==> src/tpmSpiPkg.sv <==
// shared types for the TPM SPI controller; header layout and field widths are fixed by the TPM SPI protocol
package tpmSpiPkg;

	typedef logic [7:0] spiByte_t;	// one serializer or FRS byte
	typedef logic [15:0] frsAddr_t;	// FRS byte address
	typedef logic [5:0] xferSize_t;	// size field, bytes minus one

	localparam spiByte_t WAIT_BYTE = 8'hFF;	// wait byte and idle value
	localparam int HEADER_BYTES = 4;	// header length in bytes

	// command header as received, msb first
	typedef struct packed {
		logic readNotWrite;	// 1 = read
		logic reserved;
		xferSize_t size;
		logic [7:0] addrHigh;	// not decoded
		frsAddr_t addr;
	} cmdHeader_t;

	// FRS side of one transfer path
	typedef struct packed {
		frsAddr_t addr;
		logic wrenN;	// active low
		logic rdenN;	// active low
		spiByte_t wrByte;
	} frsBus_t;

	// serializer side of one transfer path
	typedef struct packed {
		spiByte_t txByte;
		logic txValid;	// one cycle pulse
	} spiTx_t;

	// top level sequencer phase
	typedef enum logic [1:0] {
		Idle,
		ObtainHeader,
		Stall,
		Transaction
	} seqState_t;

	typedef enum logic [2:0] {
		HdrIdle,
		HdrWaitRx,	// wait for rx valid
		HdrHold,	// wait for rx valid to drop
		HdrShift,
		HdrComplete
	} headerState_t;

	typedef enum logic [3:0] {
		RdIdle,
		RdTxWait,
		RdTxSend,
		RdTxHold,
		RdSetup,
		RdRead0,
		RdRead1,
		RdUpdateAddr,
		RdComplete
	} readState_t;

	typedef enum logic [3:0] {
		WrIdle,
		WrTxWait,
		WrTxSend,
		WrTxHold,
		WrSetup,
		WrRxWait,
		WrWrite0,
		WrWrite1,
		WrUpdateAddr,
		WrComplete
	} writeState_t;

endpackage

==> src/tpmHeaderCollect.sv <==
// collects the command header msb first; a held rx valid counts as one byte
`timescale 1ns/1ps

module tpmHeaderCollect import tpmSpiPkg::*; (
	input logic clock_i,
	input logic reset_n_i,
	input seqState_t phase_i,	// sequencer phase
	input spiByte_t rxByte_i,
	input logic rxValid_i,
	output cmdHeader_t header_o,
	output logic headerDone_o
);

	localparam logic [HEADER_BYTES-1:0] TRACK_INIT = {1'b1, {(HEADER_BYTES-1){1'b0}}};

	headerState_t state, next;
	logic [$bits(cmdHeader_t)-1:0] headerReg;	// assembly shift register
	logic [HEADER_BYTES-1:0] byteTracker;	// one-hot, walks toward bit 0

	always_ff @(posedge clock_i or negedge reset_n_i)
	begin
		if (!reset_n_i)
			state <= HdrIdle;
		else
			state <= next;
	end

	always_comb
	begin
		next = state;
		if (phase_i == Idle)
			next = HdrIdle;
		else
		begin
			case (state)
				HdrIdle: if (phase_i == ObtainHeader) next = HdrWaitRx;
				HdrWaitRx: if (rxValid_i) next = HdrHold;
				HdrHold:
				begin
					// leave only once valid has dropped
					if (!rxValid_i)
						next = byteTracker[0] ? HdrComplete : HdrShift;
				end
				HdrShift: next = HdrWaitRx;
				HdrComplete: next = HdrComplete;	// until phase goes Idle
				default: next = HdrIdle;
			endcase
		end
	end

	always_ff @(posedge clock_i or negedge reset_n_i)
	begin
		if (!reset_n_i)
		begin
			headerReg <= '0;
			byteTracker <= TRACK_INIT;
		end
		else
		begin
			case (state)
				HdrIdle:
				begin
					headerReg <= '0;	// cleared between transactions
					byteTracker <= TRACK_INIT;
				end
				HdrWaitRx: if (rxValid_i) headerReg[7:0] <= rxByte_i;	// newest byte in low end
				HdrShift:
				begin
					headerReg <= headerReg << 8;
					byteTracker <= byteTracker >> 1;
				end
				default: ;
			endcase
		end
	end

	assign header_o = cmdHeader_t'(headerReg);
	assign headerDone_o = (state == HdrComplete);

endmodule

==> src/tpmReadXfer.sv <==
// read path FRS to serializer; FRS read data must be valid within the two read cycles
`timescale 1ns/1ps

module tpmReadXfer import tpmSpiPkg::*; (
	input logic clock_i,
	input logic reset_n_i,
	input seqState_t phase_i,	// sequencer phase
	input cmdHeader_t header_i,
	input frsAddr_t baseAddr_i,	// latched in Stall
	input spiByte_t frsRdByte_i,
	output frsBus_t frs_o,
	output spiTx_t spiTx_o,
	input logic txPrepare_i,
	input logic txAck_i
);

	readState_t state, next;
	frsAddr_t rdAddr;
	xferSize_t bytesSent;	// starts all ones, wraps to 0 on first byte
	spiByte_t txByte;
	logic waitPhase;	// wait byte still outstanding

	always_ff @(posedge clock_i or negedge reset_n_i)
	begin
		if (!reset_n_i)
			state <= RdIdle;
		else
			state <= next;
	end

	always_comb
	begin
		next = state;
		if (phase_i == Idle)
			next = RdIdle;
		else
		begin
			case (state)
				RdIdle:
				begin
					if (phase_i == Transaction && header_i.readNotWrite)
						next = RdTxWait;
				end
				RdTxWait: if (txPrepare_i) next = RdTxSend;
				RdTxSend: next = RdTxHold;
				RdTxHold:
				begin
					// first ack is the wait byte
					if (txAck_i)
						next = waitPhase ? RdSetup : RdUpdateAddr;
				end
				RdSetup: next = RdRead0;
				RdRead0: next = RdRead1;
				RdRead1: next = RdTxWait;
				RdUpdateAddr: next = (bytesSent == header_i.size) ? RdComplete : RdRead0;
				RdComplete: next = RdComplete;	// until phase goes Idle
				default: next = RdIdle;
			endcase
		end
	end

	always_ff @(posedge clock_i or negedge reset_n_i)
	begin
		if (!reset_n_i)
		begin
			rdAddr <= 16'h0001;
			bytesSent <= '1;
			txByte <= WAIT_BYTE;
			waitPhase <= 1'b1;
		end
		else
		begin
			case (state)
				RdIdle:
				begin
					rdAddr <= 16'h0001;
					bytesSent <= '1;
					txByte <= WAIT_BYTE;	// first offer is the wait byte
					waitPhase <= 1'b1;
				end
				RdSetup:
				begin
					rdAddr <= baseAddr_i;
					bytesSent <= '1;
					waitPhase <= 1'b0;
				end
				RdRead1: txByte <= frsRdByte_i;	// end of two cycle read
				RdTxSend:
				begin
					rdAddr <= rdAddr + 16'd1;	// next byte address
					bytesSent <= bytesSent + 6'd1;
				end
				default: ;
			endcase
		end
	end

	// output bundles
	always_comb
	begin
		frs_o.addr = rdAddr;
		frs_o.wrenN = 1'b1;	// never writes
		frs_o.rdenN = !(state == RdRead0 || state == RdRead1);
		frs_o.wrByte = WAIT_BYTE;
		spiTx_o.txByte = txByte;
		spiTx_o.txValid = (state == RdTxSend);	// one cycle offer
	end

endmodule

==> src/tpmWriteXfer.sv <==
// write path serializer to FRS; rx valid is expected as a single cycle pulse per byte
`timescale 1ns/1ps

module tpmWriteXfer import tpmSpiPkg::*; (
	input logic clock_i,
	input logic reset_n_i,
	input seqState_t phase_i,	// sequencer phase
	input cmdHeader_t header_i,
	input frsAddr_t baseAddr_i,	// latched in Stall
	input spiByte_t rxByte_i,
	input logic rxValid_i,
	output frsBus_t frs_o,
	output spiTx_t spiTx_o,
	input logic txPrepare_i,
	input logic txAck_i
);

	writeState_t state, next;
	frsAddr_t wrAddr;
	xferSize_t bytesWritten;	// starts all ones, wraps to 0 on first byte
	spiByte_t wrByte;	// held stable through the strobe

	always_ff @(posedge clock_i or negedge reset_n_i)
	begin
		if (!reset_n_i)
			state <= WrIdle;
		else
			state <= next;
	end

	always_comb
	begin
		next = state;
		if (phase_i == Idle)
			next = WrIdle;
		else
		begin
			case (state)
				WrIdle:
				begin
					if (phase_i == Transaction && !header_i.readNotWrite)
						next = WrTxWait;
				end
				WrTxWait: if (txPrepare_i) next = WrTxSend;
				WrTxSend: next = WrTxHold;
				WrTxHold: if (txAck_i) next = WrSetup;	// wait byte taken
				WrSetup: next = WrRxWait;
				WrRxWait: if (rxValid_i) next = WrWrite0;
				WrWrite0: next = WrWrite1;
				WrWrite1:
				begin
					// last byte when count reaches the size field
					next = (bytesWritten == header_i.size) ? WrComplete : WrUpdateAddr;
				end
				WrUpdateAddr: next = WrRxWait;
				WrComplete: next = WrComplete;	// until phase goes Idle
				default: next = WrIdle;
			endcase
		end
	end

	always_ff @(posedge clock_i or negedge reset_n_i)
	begin
		if (!reset_n_i)
		begin
			wrAddr <= 16'h0001;
			bytesWritten <= '1;
			wrByte <= WAIT_BYTE;
		end
		else
		begin
			case (state)
				WrIdle:
				begin
					wrAddr <= 16'h0001;
					bytesWritten <= '1;
					wrByte <= WAIT_BYTE;
				end
				WrSetup:
				begin
					wrAddr <= baseAddr_i;
					bytesWritten <= '1;
				end
				WrRxWait:
				begin
					// take the byte on the valid cycle
					if (rxValid_i)
					begin
						wrByte <= rxByte_i;
						bytesWritten <= bytesWritten + 6'd1;
					end
				end
				WrUpdateAddr: wrAddr <= wrAddr + 16'd1;
				default: ;
			endcase
		end
	end

	// output bundles
	always_comb
	begin
		frs_o.addr = wrAddr;
		frs_o.wrenN = !(state == WrWrite0 || state == WrWrite1);	// two cycle strobe
		frs_o.rdenN = 1'b1;	// never reads
		frs_o.wrByte = wrByte;
		spiTx_o.txByte = WAIT_BYTE;	// only the wait byte goes out
		spiTx_o.txValid = (state == WrTxSend);
	end

endmodule

==> src/tpmSpiCtrl.sv <==
// TPM SPI transaction controller; one wait byte per transaction, no timeout on a stalled serializer
`timescale 1ns/1ps

module tpmSpiCtrl import tpmSpiPkg::*; (
	input logic clock_i,
	input logic reset_n_i,

	input logic spiCsN_i,	// chip select, active low
	input spiByte_t spiRxByte_i,
	input logic spiRxValid_i,	// rx byte strobe

	output spiByte_t spiTxByte_o,
	output logic spiTxValid_o,	// tx byte offer pulse
	input logic spiTxPrepare_i,	// serializer ready for a byte
	input logic spiTxAck_i,	// serializer took the byte

	output frsAddr_t frsAddr_o,
	output logic frsWrenN_o,
	output logic frsRdenN_o,
	output spiByte_t frsWrByte_o,
	input spiByte_t frsRdByte_i,	// combinational from frsAddr_o

	output frsAddr_t frsBaseAddr_o,	// latched in Stall
	output xferSize_t cmdSize_o,	// latched in Stall
	output logic frsReq_o
);

	seqState_t seqState, seqNext;
	cmdHeader_t header;
	logic headerDone;
	frsBus_t rdFrs, wrFrs, selFrs;
	spiTx_t rdTx, wrTx, selTx;

	// phase register
	always_ff @(posedge clock_i or negedge reset_n_i)
	begin
		if (!reset_n_i)
			seqState <= Idle;
		else
			seqState <= seqNext;
	end

	always_comb
	begin
		seqNext = seqState;
		if (spiCsN_i)
			seqNext = Idle;	// deselect aborts from anywhere
		else
		begin
			case (seqState)
				Idle: seqNext = ObtainHeader;
				ObtainHeader: if (headerDone) seqNext = Stall;
				Stall: seqNext = Transaction;	// single stall cycle
				Transaction: seqNext = Transaction;	// held until deselect
				default: seqNext = Idle;
			endcase
		end
	end

	// stall step, base address and size for the FRS
	always_ff @(posedge clock_i or negedge reset_n_i)
	begin
		if (!reset_n_i)
		begin
			frsBaseAddr_o <= 16'h0001;
			cmdSize_o <= '0;
		end
		else if (seqState == Stall)
		begin
			frsBaseAddr_o <= header.addr;
			cmdSize_o <= header.size;
		end
	end

	assign frsReq_o = (seqState == Transaction);

	tpmHeaderCollect headerCollect0 (
		.clock_i(clock_i), .reset_n_i(reset_n_i),
		.phase_i(seqState),
		.rxByte_i(spiRxByte_i), .rxValid_i(spiRxValid_i),
		.header_o(header), .headerDone_o(headerDone)
	);

	tpmReadXfer readXfer0 (
		.clock_i(clock_i), .reset_n_i(reset_n_i),
		.phase_i(seqState), .header_i(header), .baseAddr_i(frsBaseAddr_o),
		.frsRdByte_i(frsRdByte_i),
		.frs_o(rdFrs), .spiTx_o(rdTx),
		.txPrepare_i(spiTxPrepare_i), .txAck_i(spiTxAck_i)
	);

	tpmWriteXfer writeXfer0 (
		.clock_i(clock_i), .reset_n_i(reset_n_i),
		.phase_i(seqState), .header_i(header), .baseAddr_i(frsBaseAddr_o),
		.rxByte_i(spiRxByte_i), .rxValid_i(spiRxValid_i),
		.frs_o(wrFrs), .spiTx_o(wrTx),
		.txPrepare_i(spiTxPrepare_i), .txAck_i(spiTxAck_i)
	);

	// path select by direction bit
	assign selFrs = header.readNotWrite ? rdFrs : wrFrs;
	assign selTx = header.readNotWrite ? rdTx : wrTx;

	assign frsAddr_o = selFrs.addr;
	assign frsWrByte_o = selFrs.wrByte;
	assign frsWrenN_o = (seqState == Idle) ? 1'b1 : selFrs.wrenN;	// strobes quiet in Idle
	assign frsRdenN_o = (seqState == Idle) ? 1'b1 : selFrs.rdenN;

	assign spiTxValid_o = selTx.txValid;
	assign spiTxByte_o = (seqState == Transaction) ? selTx.txByte : 8'h00;

endmodule

==> config.mk <==
export PLATFORM = sky130hd
export DESIGN_NAME = tpmSpiCtrl
export DESIGN_NICKNAME = d
export VERILOG_FILES = /design/src/tpmSpiPkg.sv /design/src/tpmHeaderCollect.sv /design/src/tpmReadXfer.sv /design/src/tpmWriteXfer.sv /design/src/tpmSpiCtrl.sv
export SDC_FILE = /design/constraint.sdc
export NUM_CORES = 1
export LEC_CHECK = 0
export BUFFER_PORTS_ARGS = -buffer_cell sky130_fd_sc_hd__buf_2
export CORE_UTILIZATION = 35
export DETAILED_ROUTE_END_ITERATION = 12
export MAX_ROUTING_LAYER = met4
export PLACE_DENSITY_LB_ADDON = 0.3
export RECOVER_POWER = 100
export SYNTH_ARGS = -nofsm -noshare
export SYNTH_HDL_FRONTEND = slang
export SYNTH_HIERARCHICAL = 1
export SYNTH_SLANG_ARGS = --single-unit
==> constraint.sdc <==
create_clock -name clock_i -period 1.9 [get_ports clock_i]
set_clock_uncertainty 0.15 [all_clocks]
set_input_delay 0.095 -clock clock_i [delete_from_list [all_inputs] [get_ports clock_i]]
set_output_delay 0.095 -clock clock_i [all_outputs]
set_load 0.01 [all_outputs]
==> flow_summary.ini <==
[status]
outcome = finished, violations left
violations = setup timing

[critical_path]
crit_path_start_kind = flip-flop
critPathMaxStageDelay_ps = 430
reg2reg_slack_ps = -120
crit_cells = 6
crit_path_cell_trace = buf_4 -> clkbuf_2 -> a211oi_1 -> buf_12 -> o21ai_0 -> a221o_1
rr_endpoint = readXfer0/rdAddr[3]$_DFFE_PN0P_
slowest_stage = a211oi_1
crit_fanout = 13
worstSetupEndpointType = flip-flop
path_delay_family = compound AO/OA/AOI/OAI gates
crit_required_ps = 2060
path_class = reg -> reg
cp_num_buf_inv = 3
reg2reg_depth = 6
arrival_ps = 2190
worstReg2RegStart = readXfer0/state[2]$_DFFE_PN0P_

[routing]
vias = 6562
drc = 0
wl_per_cell_um = 18.3
dr.pass1.iters = 4
routed_wl_um = 21900
antenna_left = 0
vias_per_cell = 5.49
drt_iter0_markers = 397

[power_and_ir_drop]
p_leak_nw = 4.21
p_total_mw = 8.01
ir_drop_mv = 0.668
p_per_area_nw_per_um2 = 820

[final_layout]
postLayoutCoreUtil_pct = 46.6
postLayoutCellArea_um2 = 9770
fillers = 2018
syn2layout_area_growth_pct = 30.8
nets = 934
diodes = 0
drive_gt1_share_pct = 33.0

[place]
portBuffers = 79
dp_hpwl_um = 15000
place.gp.congestion = 0.874
dpl_cell_area_um2 = 8520

[sta]
fmax_mhz = 494
drv_slew = 0
timing.final.ws_setup_ps = -123
tightest_slew_ps = 1390
timing.hold.ws_ps = 21.9
min_period_ps = 2020
rsz0062_at_grt = true
finalSetupTns_ps = -644
finalHoldViolations = 0
finalSetupViolCount = 15
slew_headroom_pct = 7.07
fin_crit_sh_pct = 106

[global_route]
grt_pass1_vias = 6141
grt_max_degree = 70
grt_pass1_wl_um = 34500
track_usage_pct = 21.2
grt.overflow.total = 0
antenna_found_initial = 0

[die]
fp.dieW_um = 148
start_util_pct = 35.6
core_area_um2 = 21000
die_y_um = 148
placementRows = 53
pin_count = 80
die_area_um2 = 21900

[hold_path]
hold_end = writeXfer0/bytesWritten[5]$_DFFE_PN1P_
hold_start = spiRxValid_i
hp-class = in -> reg
holdPathStages = 4

[logic_synthesis]
synth_area_um2 = 7470
yosys_warnings = 6
syn_inst = 740
postSynthAreaPerCell_um2 = 10.1

[cts]
clkLatencyLatePin_ps = 440
clk_pin_slew_ps = 60
cts_buffer_depth = 2
cts.htree.levels = 4
cts_made_buffers = 17
cts-root-buf = clkbuf_16
numClockSinks = 130
tritoncts = yes

[run]
cap_violations = 0
[worst max-delay path by stage]
stage,from,endpoint,slack (ps)
6_report,readXfer0/state[2]$_DFFE_PN0P_,readXfer0/rdAddr[3]$_DFFE_PN0P_,-120
5_1_grt,readXfer0/state[2]$_DFFE_PN0P_,frsRdenN_o,-240
4_1_cts,readXfer0/state[1]$_DFFE_PN0P_,frsRdenN_o,-170
3_5_place_dp,writeXfer0/state[1]$_DFFE_PN0P_,writeXfer0/wrByte[3]$_DFFE_PN1P_,-130
3_3_place_gp,writeXfer0/state[1]$_DFFE_PN0P_,writeXfer0/wrByte[6]$_DFFE_PN1P_,-70
2_1_floorplan,writeXfer0/wrAddr[0]$_DFFE_PN1P_,writeXfer0/wrAddr[14]$_DFFE_PN0P_,30
[cells in the final DEF (no fill, tap or decap), types with 7 or more instances in the layout]
cell	n
buf_2	36
mux2i_1	21
mux2_4	31
nor2_1	39
a22oi_1	7
clkbuf_1	26
or3_1	19
clkbuf_2	15
dlygate4sd3_1	19
clkbuf_16	18
conb_1	18
dfrtp_1	94
buf_4	69
o21ai_1	10
inv_1	20
nor3_1	20
nand2_1	52
a221o_1	10
clkinv_2	7
xnor2_1	10
a21oi_1	41
o21ai_0	31
nand4_1	17
dfstp_2	31
xor2_1	12
mux2_2	16
and2_1	7
and3_1	10
buf_6	21
nand3_1	22
a22o_1	35
[sequential cells by signal, indices dropped and copies added, names as in the netlist, 6 cells and up]
| register | count |
|---|---|
| writeXfer0/wrByte | 8 |
| frsBaseAddr_o | 16 |
| readXfer0/txByte | 8 |
| readXfer0/bytesSent | 6 |
| cmdSize_o | 6 |
| headerCollect0/header_o | 30 |
| writeXfer0/wrAddr | 16 |
| writeXfer0/bytesWritten | 6 |
| readXfer0/rdAddr | 16 |
[per-layer routing]
layer	vias to the layer above	part of all wire [%]	GRT usage (%)
met5	-	0	-
met4	0	2.5	8.25
met3	45	5.9	3.77
met2	235	47	32.5
met1	3221	45	28.0
li1	3061	-	-
[worst reg2reg max path: cells and delay by family, from the launching register on]
kind            cells  cell delay (ps)
buf+inv             3              560
flops               1              390
compound gates      3              810
[through the flow]
| step | cells | setup WS, ps |
|---|---|---|
| 6_report | 1196 | -123 |
| 5_1_grt | 1196 | -238 |
| 4_1_cts | 1185 | -168 |
| 3_5_place_dp | 1121 | -135 |
| 3_3_place_gp | 1121 | -71.4 |
| 2_1_floorplan | 756 | 28.6 |
[layout make-up]
type / instances / area, µm² / share of cell area, %
sequential: 130 / 3300 / 33.8
inverter: 22 / 82.6 / 0.845
clock inverter: 15 / 165 / 1.69
timing repair buffer: 199 / 1530 / 15.7
multi-input combinational: 538 / 3920 / 40.2
tap: 275 / 344 / 3.52
clock buffer: 17 / 425 / 4.36
[repair_timing]
| item | in CTS | in global routing |
|---|---|---|
| buffers inserted | 11 | 11 |
| gates cloned | 2 | 2 |
| hold endpoints to repair | 157 | 0 |
| gates resized for setup | 33 | 58 |
| pin swaps | 2 | 10 |
| endpoints found under the setup margin | 33 | 70 |
| hold buffers | 19 | 0 |
[power by group]
part	switching (mW)	total, mW	internal [mW]
sequential	0.221	3.19	2.97
clock	1.27	3.32	2.05
combinational	0.894	1.50	0.608
Power figures use the tool's default switching activity.
